<file path="src/hw/pool_pkg.sv">
// sizes, data types and the method and state enums of the pooling stage
`default_nettype none

package pool_pkg;

  localparam int PIXEL_W    = 16;
  localparam int WORD_W     = 32;   // two pixels per stream word
  localparam int ACC_W      = 18;   // sum of two or four pixels fits here
  localparam int LINE_DEPTH = 128;  // max words per row
  localparam int LINE_AW    = $clog2(LINE_DEPTH);
  localparam int DIM_W      = 16;

  typedef logic        [WORD_W-1:0]  word_t;
  typedef logic signed [PIXEL_W-1:0] pixel_t;
  typedef logic signed [ACC_W-1:0]   acc_t;
  typedef logic        [DIM_W-1:0]   dim_t;

  typedef enum logic [1:0] {
    METHOD_MAX      = 2'd0,
    METHOD_AVG      = 2'd1,
    METHOD_DECIMATE = 2'd2,
    METHOD_BYPASS   = 2'd3
  } pool_method_e;

  // controller states
  typedef enum logic [2:0] {
    ST_IDLE,
    ST_BYPASS,
    ST_ROW_ODD,
    ST_ROW_EVEN,
    ST_DRAIN
  } pool_state_e;

endpackage

`default_nettype wire

</file>
<file path="src/hw/pool_reduce.sv">
// horizontal pixel-pair reduction and vertical combine with the stored partial value
`timescale 1ns/1ps
`default_nettype none

module pool_reduce (
  input  pool_pkg::pool_method_e method_i,
  input  pool_pkg::word_t        word_i,
  input  pool_pkg::acc_t         stored_i,   // partial value of the odd row, same column
  output pool_pkg::acc_t         odd_val_o,
  output pool_pkg::pixel_t       pooled_o
);

  pool_pkg::pixel_t lo_px;
  pool_pkg::pixel_t hi_px;
  pool_pkg::pixel_t pair_max;
  pool_pkg::pixel_t stored_px;
  pool_pkg::acc_t   pair_sum;
  pool_pkg::acc_t   quad_sum;
  pool_pkg::acc_t   quad_avg;

  assign lo_px = word_i[pool_pkg::PIXEL_W-1:0];              // left pixel
  assign hi_px = word_i[pool_pkg::WORD_W-1:pool_pkg::PIXEL_W];

  assign pair_max  = (hi_px > lo_px) ? hi_px : lo_px;
  assign pair_sum  = pool_pkg::acc_t'(lo_px) + pool_pkg::acc_t'(hi_px);
  assign stored_px = pool_pkg::pixel_t'(stored_i);

  // four pixels at most -131072..131068, still inside 18 bits
  assign quad_sum = stored_i + pair_sum;
  assign quad_avg = quad_sum >>> 2;                          // floor of sum / 4

  // odd row, one value per word into the line buffer
  always_comb begin
    case (method_i)
      pool_pkg::METHOD_AVG:      odd_val_o = pair_sum;
      pool_pkg::METHOD_DECIMATE: odd_val_o = pool_pkg::acc_t'(lo_px);
      default:                   odd_val_o = pool_pkg::acc_t'(pair_max);
    endcase
  end

  // even row, fold in the stored column value
  always_comb begin
    case (method_i)
      pool_pkg::METHOD_AVG:      pooled_o = pool_pkg::pixel_t'(quad_avg);
      pool_pkg::METHOD_DECIMATE: pooled_o = stored_px;       // low pixel of the odd-row word
      default: begin
        pooled_o = (pair_max > stored_px) ? pair_max : stored_px;
      end
    endcase
  end

endmodule

`default_nettype wire

</file>
<file path="src/hw/pool_line_buffer.sv">
// one-row store of odd-row partial values, addressed by column
`timescale 1ns/1ps
`default_nettype none

module pool_line_buffer (
  input  logic           clk_gated,
  input  logic           rst_n,
  input  logic           we_i,
  input  pool_pkg::dim_t addr_i,
  input  pool_pkg::acc_t data_i,
  output pool_pkg::acc_t data_o
);

  pool_pkg::acc_t                  mem [pool_pkg::LINE_DEPTH];
  logic [pool_pkg::LINE_AW-1:0]    idx;

  // row length never exceeds LINE_DEPTH, upper column bits stay zero
  assign idx = addr_i[pool_pkg::LINE_AW-1:0];

  // odd rows write here, column by column
  always_ff @(posedge clk_gated) begin
    if (rst_n && we_i) begin                    // nothing is stored while held in reset
      mem[idx] <= data_i;
    end
  end

  // even rows read at the same column, no latency
  assign data_o = mem[idx];

endmodule

`default_nettype wire

</file>
<file path="src/hw/pool_ctrl.sv">
// pooling FSM with configuration latch, column and row counters and input ready
`timescale 1ns/1ps
`default_nettype none

module pool_ctrl (
  input  logic                   clk_gated,
  input  logic                   rst_n,
  input  logic                   start_i,
  input  pool_pkg::pool_method_e method_i,
  input  pool_pkg::dim_t         row_words_i,
  input  pool_pkg::dim_t         rows_i,
  input  logic                   in_valid_i,
  input  logic                   slot_free_i,
  input  logic                   out_valid_i,
  output logic                   in_ready_o,
  output logic                   busy_o,
  output pool_pkg::pool_method_e method_o,
  output pool_pkg::dim_t         col_o,
  output logic                   buf_we_o,
  output logic                   take_o,
  output logic                   pair_hi_o,
  output logic                   bypass_o
);

  pool_pkg::pool_state_e  state_q;
  pool_pkg::pool_state_e  state_d;
  pool_pkg::pool_method_e method_q;
  pool_pkg::dim_t         row_words_q;
  pool_pkg::dim_t         rows_q;
  pool_pkg::dim_t         col_q;
  pool_pkg::dim_t         row_q;
  logic                   accept;
  logic                   col_last;
  logic                   row_last;

  // input ready per state
  always_comb begin
    case (state_q)
      pool_pkg::ST_ROW_ODD:  in_ready_o = 1'b1;   // odd rows only fill the line buffer
      pool_pkg::ST_ROW_EVEN: in_ready_o = slot_free_i;
      pool_pkg::ST_BYPASS:   in_ready_o = slot_free_i;
      default:               in_ready_o = 1'b0;
    endcase
  end

  assign accept   = in_valid_i & in_ready_o;
  assign col_last = (col_q == row_words_q - 1'b1);
  assign row_last = (row_q == rows_q - 1'b1);

  always_comb begin
    state_d = state_q;
    case (state_q)
      pool_pkg::ST_IDLE: begin
        if (start_i) begin
          if (method_i == pool_pkg::METHOD_BYPASS) begin
            state_d = pool_pkg::ST_BYPASS;
          end else begin
            state_d = pool_pkg::ST_ROW_ODD;
          end
        end
      end
      pool_pkg::ST_ROW_ODD: begin
        if (accept && col_last) begin
          state_d = pool_pkg::ST_ROW_EVEN;
        end
      end
      pool_pkg::ST_ROW_EVEN: begin
        if (accept && col_last) begin
          state_d = row_last ? pool_pkg::ST_DRAIN : pool_pkg::ST_ROW_ODD;
        end
      end
      pool_pkg::ST_BYPASS: begin
        if (accept && col_last && row_last) begin
          state_d = pool_pkg::ST_DRAIN;
        end
      end
      pool_pkg::ST_DRAIN: begin
        if (!out_valid_i) begin                    // last word handed off
          state_d = pool_pkg::ST_IDLE;
        end
      end
      default: state_d = pool_pkg::ST_IDLE;
    endcase
  end

  always_ff @(posedge clk_gated) begin
    if (!rst_n) begin
      state_q     <= pool_pkg::ST_IDLE;
      method_q    <= pool_pkg::METHOD_MAX;
      row_words_q <= '0;
      rows_q      <= '0;
      col_q       <= '0;
      row_q       <= '0;
    end else begin
      state_q <= state_d;
      if (state_q == pool_pkg::ST_IDLE && start_i) begin
        method_q    <= method_i;
        row_words_q <= row_words_i;
        rows_q      <= rows_i;
        col_q       <= '0;
        row_q       <= '0;
      end else if (accept) begin
        if (col_last) begin
          col_q <= '0;
          row_q <= row_q + 1'b1;
        end else begin
          col_q <= col_q + 1'b1;
        end
      end
    end
  end

  assign busy_o    = (state_q != pool_pkg::ST_IDLE);
  assign method_o  = method_q;
  assign col_o     = col_q;
  assign buf_we_o  = accept & (state_q == pool_pkg::ST_ROW_ODD);
  assign take_o    = accept & ((state_q == pool_pkg::ST_ROW_EVEN) |
                               (state_q == pool_pkg::ST_BYPASS));
  assign pair_hi_o = col_q[0] & (state_q == pool_pkg::ST_ROW_EVEN);  // odd column closes a pair
  assign bypass_o  = (state_q == pool_pkg::ST_BYPASS);

endmodule

`default_nettype wire

</file>
<file path="src/hw/pool_pack.sv">
// output pairing register, bypass register and output valid/ready
`timescale 1ns/1ps
`default_nettype none

module pool_pack (
  input  logic             clk_gated,
  input  logic             rst_n,
  input  logic             take_i,
  input  logic             pair_hi_i,
  input  logic             bypass_i,
  input  pool_pkg::pixel_t pixel_i,
  input  pool_pkg::word_t  word_i,
  input  logic             out_ready_i,
  output logic             slot_free_o,
  output logic             out_valid_o,
  output pool_pkg::word_t  out_data_o
);

  pool_pkg::pixel_t hold_q;     // first pooled pixel of the pair
  pool_pkg::word_t  out_q;
  logic             out_valid_q;
  logic             load;
  logic             hold_en;

  // a word lands in the output register on bypass or on the second pixel
  assign load    = take_i & (bypass_i | pair_hi_i);
  assign hold_en = take_i & ~bypass_i & ~pair_hi_i;

  // empty, or emptied on this edge
  assign slot_free_o = ~out_valid_q | out_ready_i;

  always_ff @(posedge clk_gated) begin
    if (!rst_n) begin
      out_valid_q <= 1'b0;
    end else if (load) begin
      out_valid_q <= 1'b1;
    end else if (out_ready_i) begin
      out_valid_q <= 1'b0;
    end
  end

  always_ff @(posedge clk_gated) begin
    if (hold_en) begin
      hold_q <= pixel_i;
    end
  end

  // loads only happen with a free slot, so back-pressure keeps the word
  always_ff @(posedge clk_gated) begin
    if (load) begin
      if (bypass_i) begin
        out_q <= word_i;                 // raw word
      end else begin
        out_q <= {pixel_i, hold_q};      // first result in the low half
      end
    end
  end

  assign out_valid_o = out_valid_q;
  assign out_data_o  = out_q;

endmodule

`default_nettype wire

</file>
<file path="src/hw/pool_top.sv">
// top level of the 2x2 pooling stage, controller, reduce, line buffer and packer
`timescale 1ns/1ps
`default_nettype none

module pool_top (
  input  logic                   clk_gated,
  input  logic                   rst_n,
  input  logic                   start_i,
  input  pool_pkg::pool_method_e method_i,
  input  pool_pkg::dim_t         row_words_i,
  input  pool_pkg::dim_t         rows_i,
  input  logic                   in_valid_i,
  input  pool_pkg::word_t        in_data_i,
  input  logic                   out_ready_i,
  output logic                   in_ready_o,
  output logic                   out_valid_o,
  output pool_pkg::word_t        out_data_o,
  output logic                   busy_o
);

  pool_pkg::pool_method_e method;
  pool_pkg::dim_t         col;
  logic                   buf_we;
  logic                   take;
  logic                   pair_hi;
  logic                   bypass;
  logic                   slot_free;
  pool_pkg::acc_t         odd_val;
  pool_pkg::acc_t         stored;
  pool_pkg::pixel_t       pooled;

  pool_ctrl u_ctrl (
    .clk_gated   (clk_gated),
    .rst_n       (rst_n),
    .start_i     (start_i),
    .method_i    (method_i),
    .row_words_i (row_words_i),
    .rows_i      (rows_i),
    .in_valid_i  (in_valid_i),
    .slot_free_i (slot_free),
    .out_valid_i (out_valid_o),     // drain ends when the packer is empty
    .in_ready_o  (in_ready_o),
    .busy_o      (busy_o),
    .method_o    (method),
    .col_o       (col),
    .buf_we_o    (buf_we),
    .take_o      (take),
    .pair_hi_o   (pair_hi),
    .bypass_o    (bypass)
  );

  pool_reduce u_reduce (
    .method_i  (method),
    .word_i    (in_data_i),
    .stored_i  (stored),
    .odd_val_o (odd_val),
    .pooled_o  (pooled)
  );

  pool_line_buffer u_line_buffer (
    .clk_gated (clk_gated),
    .rst_n     (rst_n),
    .we_i      (buf_we),
    .addr_i    (col),
    .data_i    (odd_val),
    .data_o    (stored)
  );

  pool_pack u_pack (
    .clk_gated   (clk_gated),
    .rst_n       (rst_n),
    .take_i      (take),
    .pair_hi_i   (pair_hi),
    .bypass_i    (bypass),
    .pixel_i     (pooled),
    .word_i      (in_data_i),
    .out_ready_i (out_ready_i),
    .slot_free_o (slot_free),
    .out_valid_o (out_valid_o),
    .out_data_o  (out_data_o)
  );

endmodule

`default_nettype wire

</file>
<file path="config.mk">
export PLATFORM = sky130hd
export DESIGN_NAME = pool_top
export DESIGN_NICKNAME = d
export VERILOG_FILES = /design/src/hw/pool_pkg.sv /design/src/hw/pool_reduce.sv /design/src/hw/pool_line_buffer.sv /design/src/hw/pool_ctrl.sv /design/src/hw/pool_pack.sv /design/src/hw/pool_top.sv
export SDC_FILE = /design/constraint.sdc
export NUM_CORES = 2
export LEC_CHECK = 0
export BUFFER_PORTS_ARGS = -buffer_cell sky130_fd_sc_hd__buf_2
export CAP_MARGIN = 20
export CORE_ASPECT_RATIO = 0.6
export CORE_MARGIN = 4
export CORE_UTILIZATION = 61
export CTS_BUF_LIST = sky130_fd_sc_hd__clkbuf_16
export CTS_CLUSTER_DIAMETER = 200
export CTS_CLUSTER_SIZE = 30
export DETAILED_ROUTE_END_ITERATION = 16
export GPL_ROUTABILITY_DRIVEN = 1
export PLACE_DENSITY_LB_ADDON = 0.08
export SLEW_MARGIN = 20
export SYNTH_ARGS = -nofsm -noshare
export SYNTH_HDL_FRONTEND = slang
export SYNTH_SLANG_ARGS = --single-unit
export TNS_END_PERCENT = 5
</file>
<file path="constraint.sdc">
create_clock -name clk_gated -period 11.2 [get_ports clk_gated]
set_input_delay 2.24 -clock clk_gated [delete_from_list [all_inputs] [get_ports clk_gated]]
set_output_delay 2.24 -clock clk_gated [all_outputs]
set_load 0.02 [all_outputs]
</file>
# Word-level counts from Yosys, hierarchy flattened

Memories as Yosys holds them, arrays and structs flattened. A register that Yosys moved wholly into a read port is not among the register bits.
Index checks and enable logic that the tools add are counted.

Bits in writable memories: 2,304
Flip-flop bits (word level): 118
Latch bits: 0
Memory bits (read-only): 0
Word-level logic and storage cells: 78
Input port bits: 71
Output and inout bits: 35
Memories: 1

Divide/modulo/power cells: 0
$mul: 0
Add/sub/neg operators: 6
Reduce and logical (&&, ||, !) cells: 11
Bitwise gates (word level): 14
Order comparisons: 2
Equal/unequal tests: 14
Multiplexer cells: 21
Shifts and indexed selects: 0

Memories:

| name              | words | bits a word | rd ports | clocked after Yosys merged registers in | wr ports | RTL line               | RTL |
|---|---|---|---|---|---|---|---|
| u_line_buffer.mem | 128   | 18          | 1        | 1                                       | 1        | pool_line_buffer.sv:14 | `pool_pkg::acc_t mem [pool_pkg::LINE_DEPTH];` |

Operators by type and width:

| operator                                            | number |
|---|---|
| 2-to-1 mux 16 bit                                   | 3 |
| case mux 18 bit (2 select lines)                    | 1 |
| adder 16 x 1 -> 16 bit (second input constant)      | 2 |
| == test 16 bit                                      | 2 |
| > comparator 16 bit                                 | 2 |
| 2-to-1 mux 32 bit                                   | 1 |
| case mux 16 bit (2 select lines)                    | 1 |
| subtractor 16 x 1 -> 16 bit (second input constant) | 2 |
| adder 18 bit                                        | 1 |
| 2-to-1 mux 3 bit                                    | 6 |
| adder 16 x 16 -> 17 bit                             | 1 |
| case mux 3 bit (5 select lines)                     | 1 |
| 2-to-1 mux 7 bit                                    | 2 |
| AND 1 bit                                           | 7 |
| == test 3 x 2 -> 1 bit (second input constant)      | 2 |
| != test 2 bit (second input constant)               | 3 |
| AND reduction 5 bit                                 | 1 |
| == test 2 bit (second input constant)               | 2 |
| logical AND 1 bit                                   | 4 |
| 2-to-1 mux 1 bit                                    | 4 |
| != test 2 x 1 -> 1 bit (second input constant)      | 2 |
| inverter 1 bit                                      | 4 |
| OR reduction 2 bit                                  | 2 |
| == test 3 x 1 -> 1 bit (second input constant)      | 1 |
| 9 further kinds                                     | 11 |

# Depth between registers and ports, before layout

Word-level depth: 8
Mapped depth: 26
Gate-level depth less buffers: 21

# By module

From an unflattened synthesis, not the netlist that was laid out.

Cell total of the unflattened synthesis: 6,206
Area total of the unflattened synthesis: 98,176.7 um^2

Modules (own cells, without submodules):

| module           | area an instance (um^2) | seq. area each (um^2) | cells each | times used |
|---|---|---|---|---|
| pool_line_buffer | 88,736.4                | 69,186.4              | 5,149      | 1 |
| pool_ctrl        | 4,105.2                 | 1,381.3               | 519        | 1 |
| pool_reduce      | 3,303.2                 | 0.0                   | 448        | 1 |
| pool_pack        | 2,031.9                 | 1,461.4               | 90         | 1 |

# Worst setup path before layout

Ideal clock, no wire load.

Path type: input to register
From: input port in_data_i[2]
To: memory u_line_buffer.mem[0][13] in the netlist's numbering, data pin
Buffers on the path: 0
Cell stages on the path: 10
Setup time: 1.197 ns
Arrival: 8.924 ns
Path slack: 1.079 ns
Required time: 10.003 ns
Cells stage by stage: inv_1 -> ha_1 -> o21bai_1 -> a21oi_1 -> o41ai_1 -> o41ai_1 -> o221a_2 -> xnor2_1 -> a22oi_1 -> o21ai_0

Longest elaborated chain between the ends: 3

RTL lines:

| item                               | RTL line               | RTL |
|---|---|---|
| start, declared                    | pool_top.sv:13         | `input pool_pkg::word_t in_data_i,` |
| > comparator 16 bit                | pool_reduce.sv:24      | `assign pair_max = (hi_px > lo_px) ? hi_px : lo_px;` |
| 2-to-1 mux 16 bit                  | pool_reduce.sv:24      |  |
| case mux 18 bit (2 select lines) * | pool_reduce.sv:34      | `case (method_i)` |
| via odd_val[13]                    | pool_top.sv:28         | `pool_pkg::acc_t odd_val;` |
| end, declared                      | pool_line_buffer.sv:14 |  |

Mark *: on every way through the listed nets, which the timed path passes. The rest lies on a longest branch.

==> impl_metrics.py <==
metrics = {
    "run_status": {
        "status": "complete, no violations",
    },
    "synth": {
        "muxShareOfSynthArea_pct": 16.4,
        "synth_top_family_by_area": "multiplexers",
        "async_reset_ff_share_pct": 0,
        "ys_types": 82,
        "synth.avg_cell_area_sq_um": 20.0,
        "synth_area_leaders": "edfxtp_1 (72%), mux4_2 (15%), dfxtp_1 (1.7%), nor2_1 (1.1%), nand2_1 (0.99%)",
        "synth_top_area_cell": "edfxtp_1",
        "synth_xor_area_share_pct": 0.879,
        "synth_top_area_share_pct": 72.1,
        "synth_compound_area_share_pct": 2.67,
        "synth_area_sq_um": 92700,
        "synth-adder-area-share_pct": 0.967,
        "synth_top_flop_cell": "edfxtp_1",
        "syn-num-nets": 4765,
        "synth_edf_count": 2224,
        "yosys_warnings": 0,
        "yosysSeqAreaShare_pct": 73.7,
        "synthCells": 4623,
        "synth_seq_cells": 2301,
        "synth-simple-area-share_pct": 3.68,
    },
    "pwr": {
        "peakVddDrop_v": 0.000117,
        "p_leak_uw": 0.0306,
        "power_density_nw_per_um2": 158,
        "post-layout-total-power_uw": 15600,
    },
    "global_route": {
        "use_met3_pct": 8.00,
        "met1_usage_pct": 49.0,
        "grt_pass1_wl_um": 338000,
        "grt_pass1_vias": 45000,
        "grt_overflow": 0,
        "grt_usage_pct": 30.0,
        "met2_usage_pct": 41.2,
        "antenna_found_initial": 9,
        "grt_busiest_layer": "met1",
        "grt_max_degree": 129,
    },
    "worst_setup_path": {
        "cp_top_family": "compound AO/OA/AOI/OAI gates",
        "critPathRequiredTime_ns": 11.82,
        "crit_type": "register to register",
        "worstPathCellList": "buf_4 -> mux4_2 -> mux2_2 -> o22ai_1 -> o22ai_1 -> a221oi_1 -> nand3_1 -> inv_1 -> ha_1 -> a21o_1 -> a211oi_1 -> o21ai_0 -> a2111oi_0 -> nor2_2 -> a21oi_1 -> a22oi_1 -> o31ai_1 -> mux2_2",
        "critPathBufInv": 2,
        "cpMaxStageDelayCell": "a221oi_1",
        "cpPeakStageDelay_ns": 1.01,
        "start_kind": "register",
        "critPathMaxFanout": 36,
        "arrival_ns": 8.41,
        "cp-end-kind": "register",
    },
    "finish": {
        "final_common_cell": "edfxtp_1",
        "drive_gt1_share_pct": 25.5,
        "nNetsFinal": 4935,
        "final_cell_mix": "edfxtp_1 (2,224), mux4_2 (614), nand2_1 (245)",
        "area_delta_synth_final_pct": 6.89,
        "design_area_sq_um": 99100,
    },
    "clock_tree": {
        "root_buffer": "clkbuf_16",
        "cts_setup_buffers": 0,
        "clk_latency_ns": 0.76,
        "numCtsBuffers": 86,
        "cts_tree": "yes",
        "htree_levels": 3,
        "postCtsHoldBufs": 0,
        "ctsLongestPathBuffers": 3,
        "clock_sinks": 2301,
        "cts_resized": 0,
        "cts.clk_slew.worst_paths_ns": 0.12,
    },
    "floorplan": {
        "ios": 106,
        "rows": 110,
        "initial_core_util_pct": 61.6,
        "die_height_um": 310,
        "die_w_um": 511,
        "die-area_sq_um": 158000,
        "core-area_sq_um": 150000,
    },
    "sta": {
        "finalHoldViolations": 0,
        "rsz0062_at_grt": "no",
        "worst_slew_pin_slew_ns": 1.20,
        "period_needed_ns": 7.80,
        "setup_slack_ns": 3.40,
        "hold_ws_ns": 0.487,
        "setup_viol": 0,
        "slew_headroom_pct": 20.3,
        "final_min_period_over_clock_period_pct": 69.6,
        "fmax_mhz": 128,
        "fin_skew_ns": 0.0311,
        "fin_setup_tns_ns": 0,
        "slew_viol_final": 0,
    },
    "run": {
        "drv_cap": 0,
    },
    "route": {
        "dr.pass1.iters": 6,
        "routedWlPerCell_um": 34.8,
        "detail-route-antenna-nets": 0,
        "vias": 47900,
        "drc": 0,
        "first_iter_violations": 8013,
        "vias_per_cell": 7.01,
        "drt-total-wl_um": 237000,
    },
    "placement": {
        "place_congestion": 0.925,
        "place_area_sq_um": 96700,
        "dp_slack_ns": 3.53,
        "hpwlAfterDp_um": 147000,
        "io_buffers": 105,
    },
    "min_path": {
        "hp-class": "register to register",
    },
}
==> worst min-delay path, cell delays in order (launching register included) <==
cell and delay, ns:
dfxtp_1 0.34, nand2_1 0.05, a21boi_0 0.06
==> synthesized netlist by cell type (24+ instances only) <==
master,instances
nand4_1,26
ha_1,70
nor2b_1,27
mux4_2,614
o22ai_1,24
xnor2_1,45
buf_4,51
nor2_1,262
xor2_1,48
inv_1,61
mux2_2,28
o21ai_0,56
nor3_1,25
dfxtp_1,77
clkbuf_1,89
mux2i_1,89
buf_2,70
nand2_1,245
a21boi_0,34
a22oi_1,27
a21oi_1,55
nand3_1,71
edfxtp_1,2224
==> registers in the layout (all words and copies together), names as in the netlist, named ones only <==
signal / count
u_pack.hold_q: 16
u_ctrl.state_q: 3
u_line_buffer.mem: 2176
u_ctrl.rows_q: 16
u_ctrl.row_words_q: 16
u_pack.out_valid_o: 1
u_ctrl.row_q: 16
u_ctrl.col_o: 16
u_ctrl.method_o: 2
u_pack.out_data_o: 32
==> path summary, 6_finish.rpt <==
kind | startpoint | slack, ns | cells past startpoint | endpoint
max | register | 3.40 | 18 | u_pack.out_data_o[27]$_DFFE_PP_
min | u_ctrl.rows_q[15]$_SDFFE_PN0P_ | 0.49 | 2 | u_ctrl.rows_q[15]$_SDFFE_PN0P_
max reg2reg | register | 3.40 | 18 | u_pack.out_data_o[27]$_DFFE_PP_
min reg2reg | u_ctrl.rows_q[15]$_SDFFE_PN0P_ | 0.49 | 2 | u_ctrl.rows_q[15]$_SDFFE_PN0P_
==> cell type report <==
type / instances / area, sq um
fillers: 9773 / 51400
inverters: 67 / 259
diodes: 2 / 5.00
clock inverters: 21 / 159
well taps: 2016 / 2520
clock buffers: 88 / 2200
flip-flops and latches: 2301 / 68300
multi-input cells: 2011 / 23300
repair buffers: 326 / 2310
==> kinds of logic (layout without fill, tap and decap cells) <==
kind of cell	count (synthesis)	after routing
mux	736	736
simple gates	752	752
compound gates	359	359
xor+xnor	93	93
other cells	0	2
buf+inv	311	502
fa+ha+maj	71	71
flops	2301	2301
==> power breakdown <==
group	switching, uW	leakage, uW	internal, uW
Sequential	28.2	0.0207	9920
Combinational	1220	0.00868	536
Clock	2480	0.00121	1450
==> metrics by stage <==
stage / std cells / util [%]
2_1_floorplan: 4623 / -
3_3_place_gp: 6719 / 64.2
3_5_place_dp: 6720 / 64.3
4_1_cts: 6829 / 65.8
5_1_grt: 6831 / 65.9
6_report: 6832 / 65.9
==> metal layers <==
metal	vias to the layer above	routed length [um]
met5	-	208
met4	6	5450
met1	25300	99900
met3	285	30800
li1	19100	-
met2	3118	101000
Note: power is estimated with default switching activity, not from simulation.
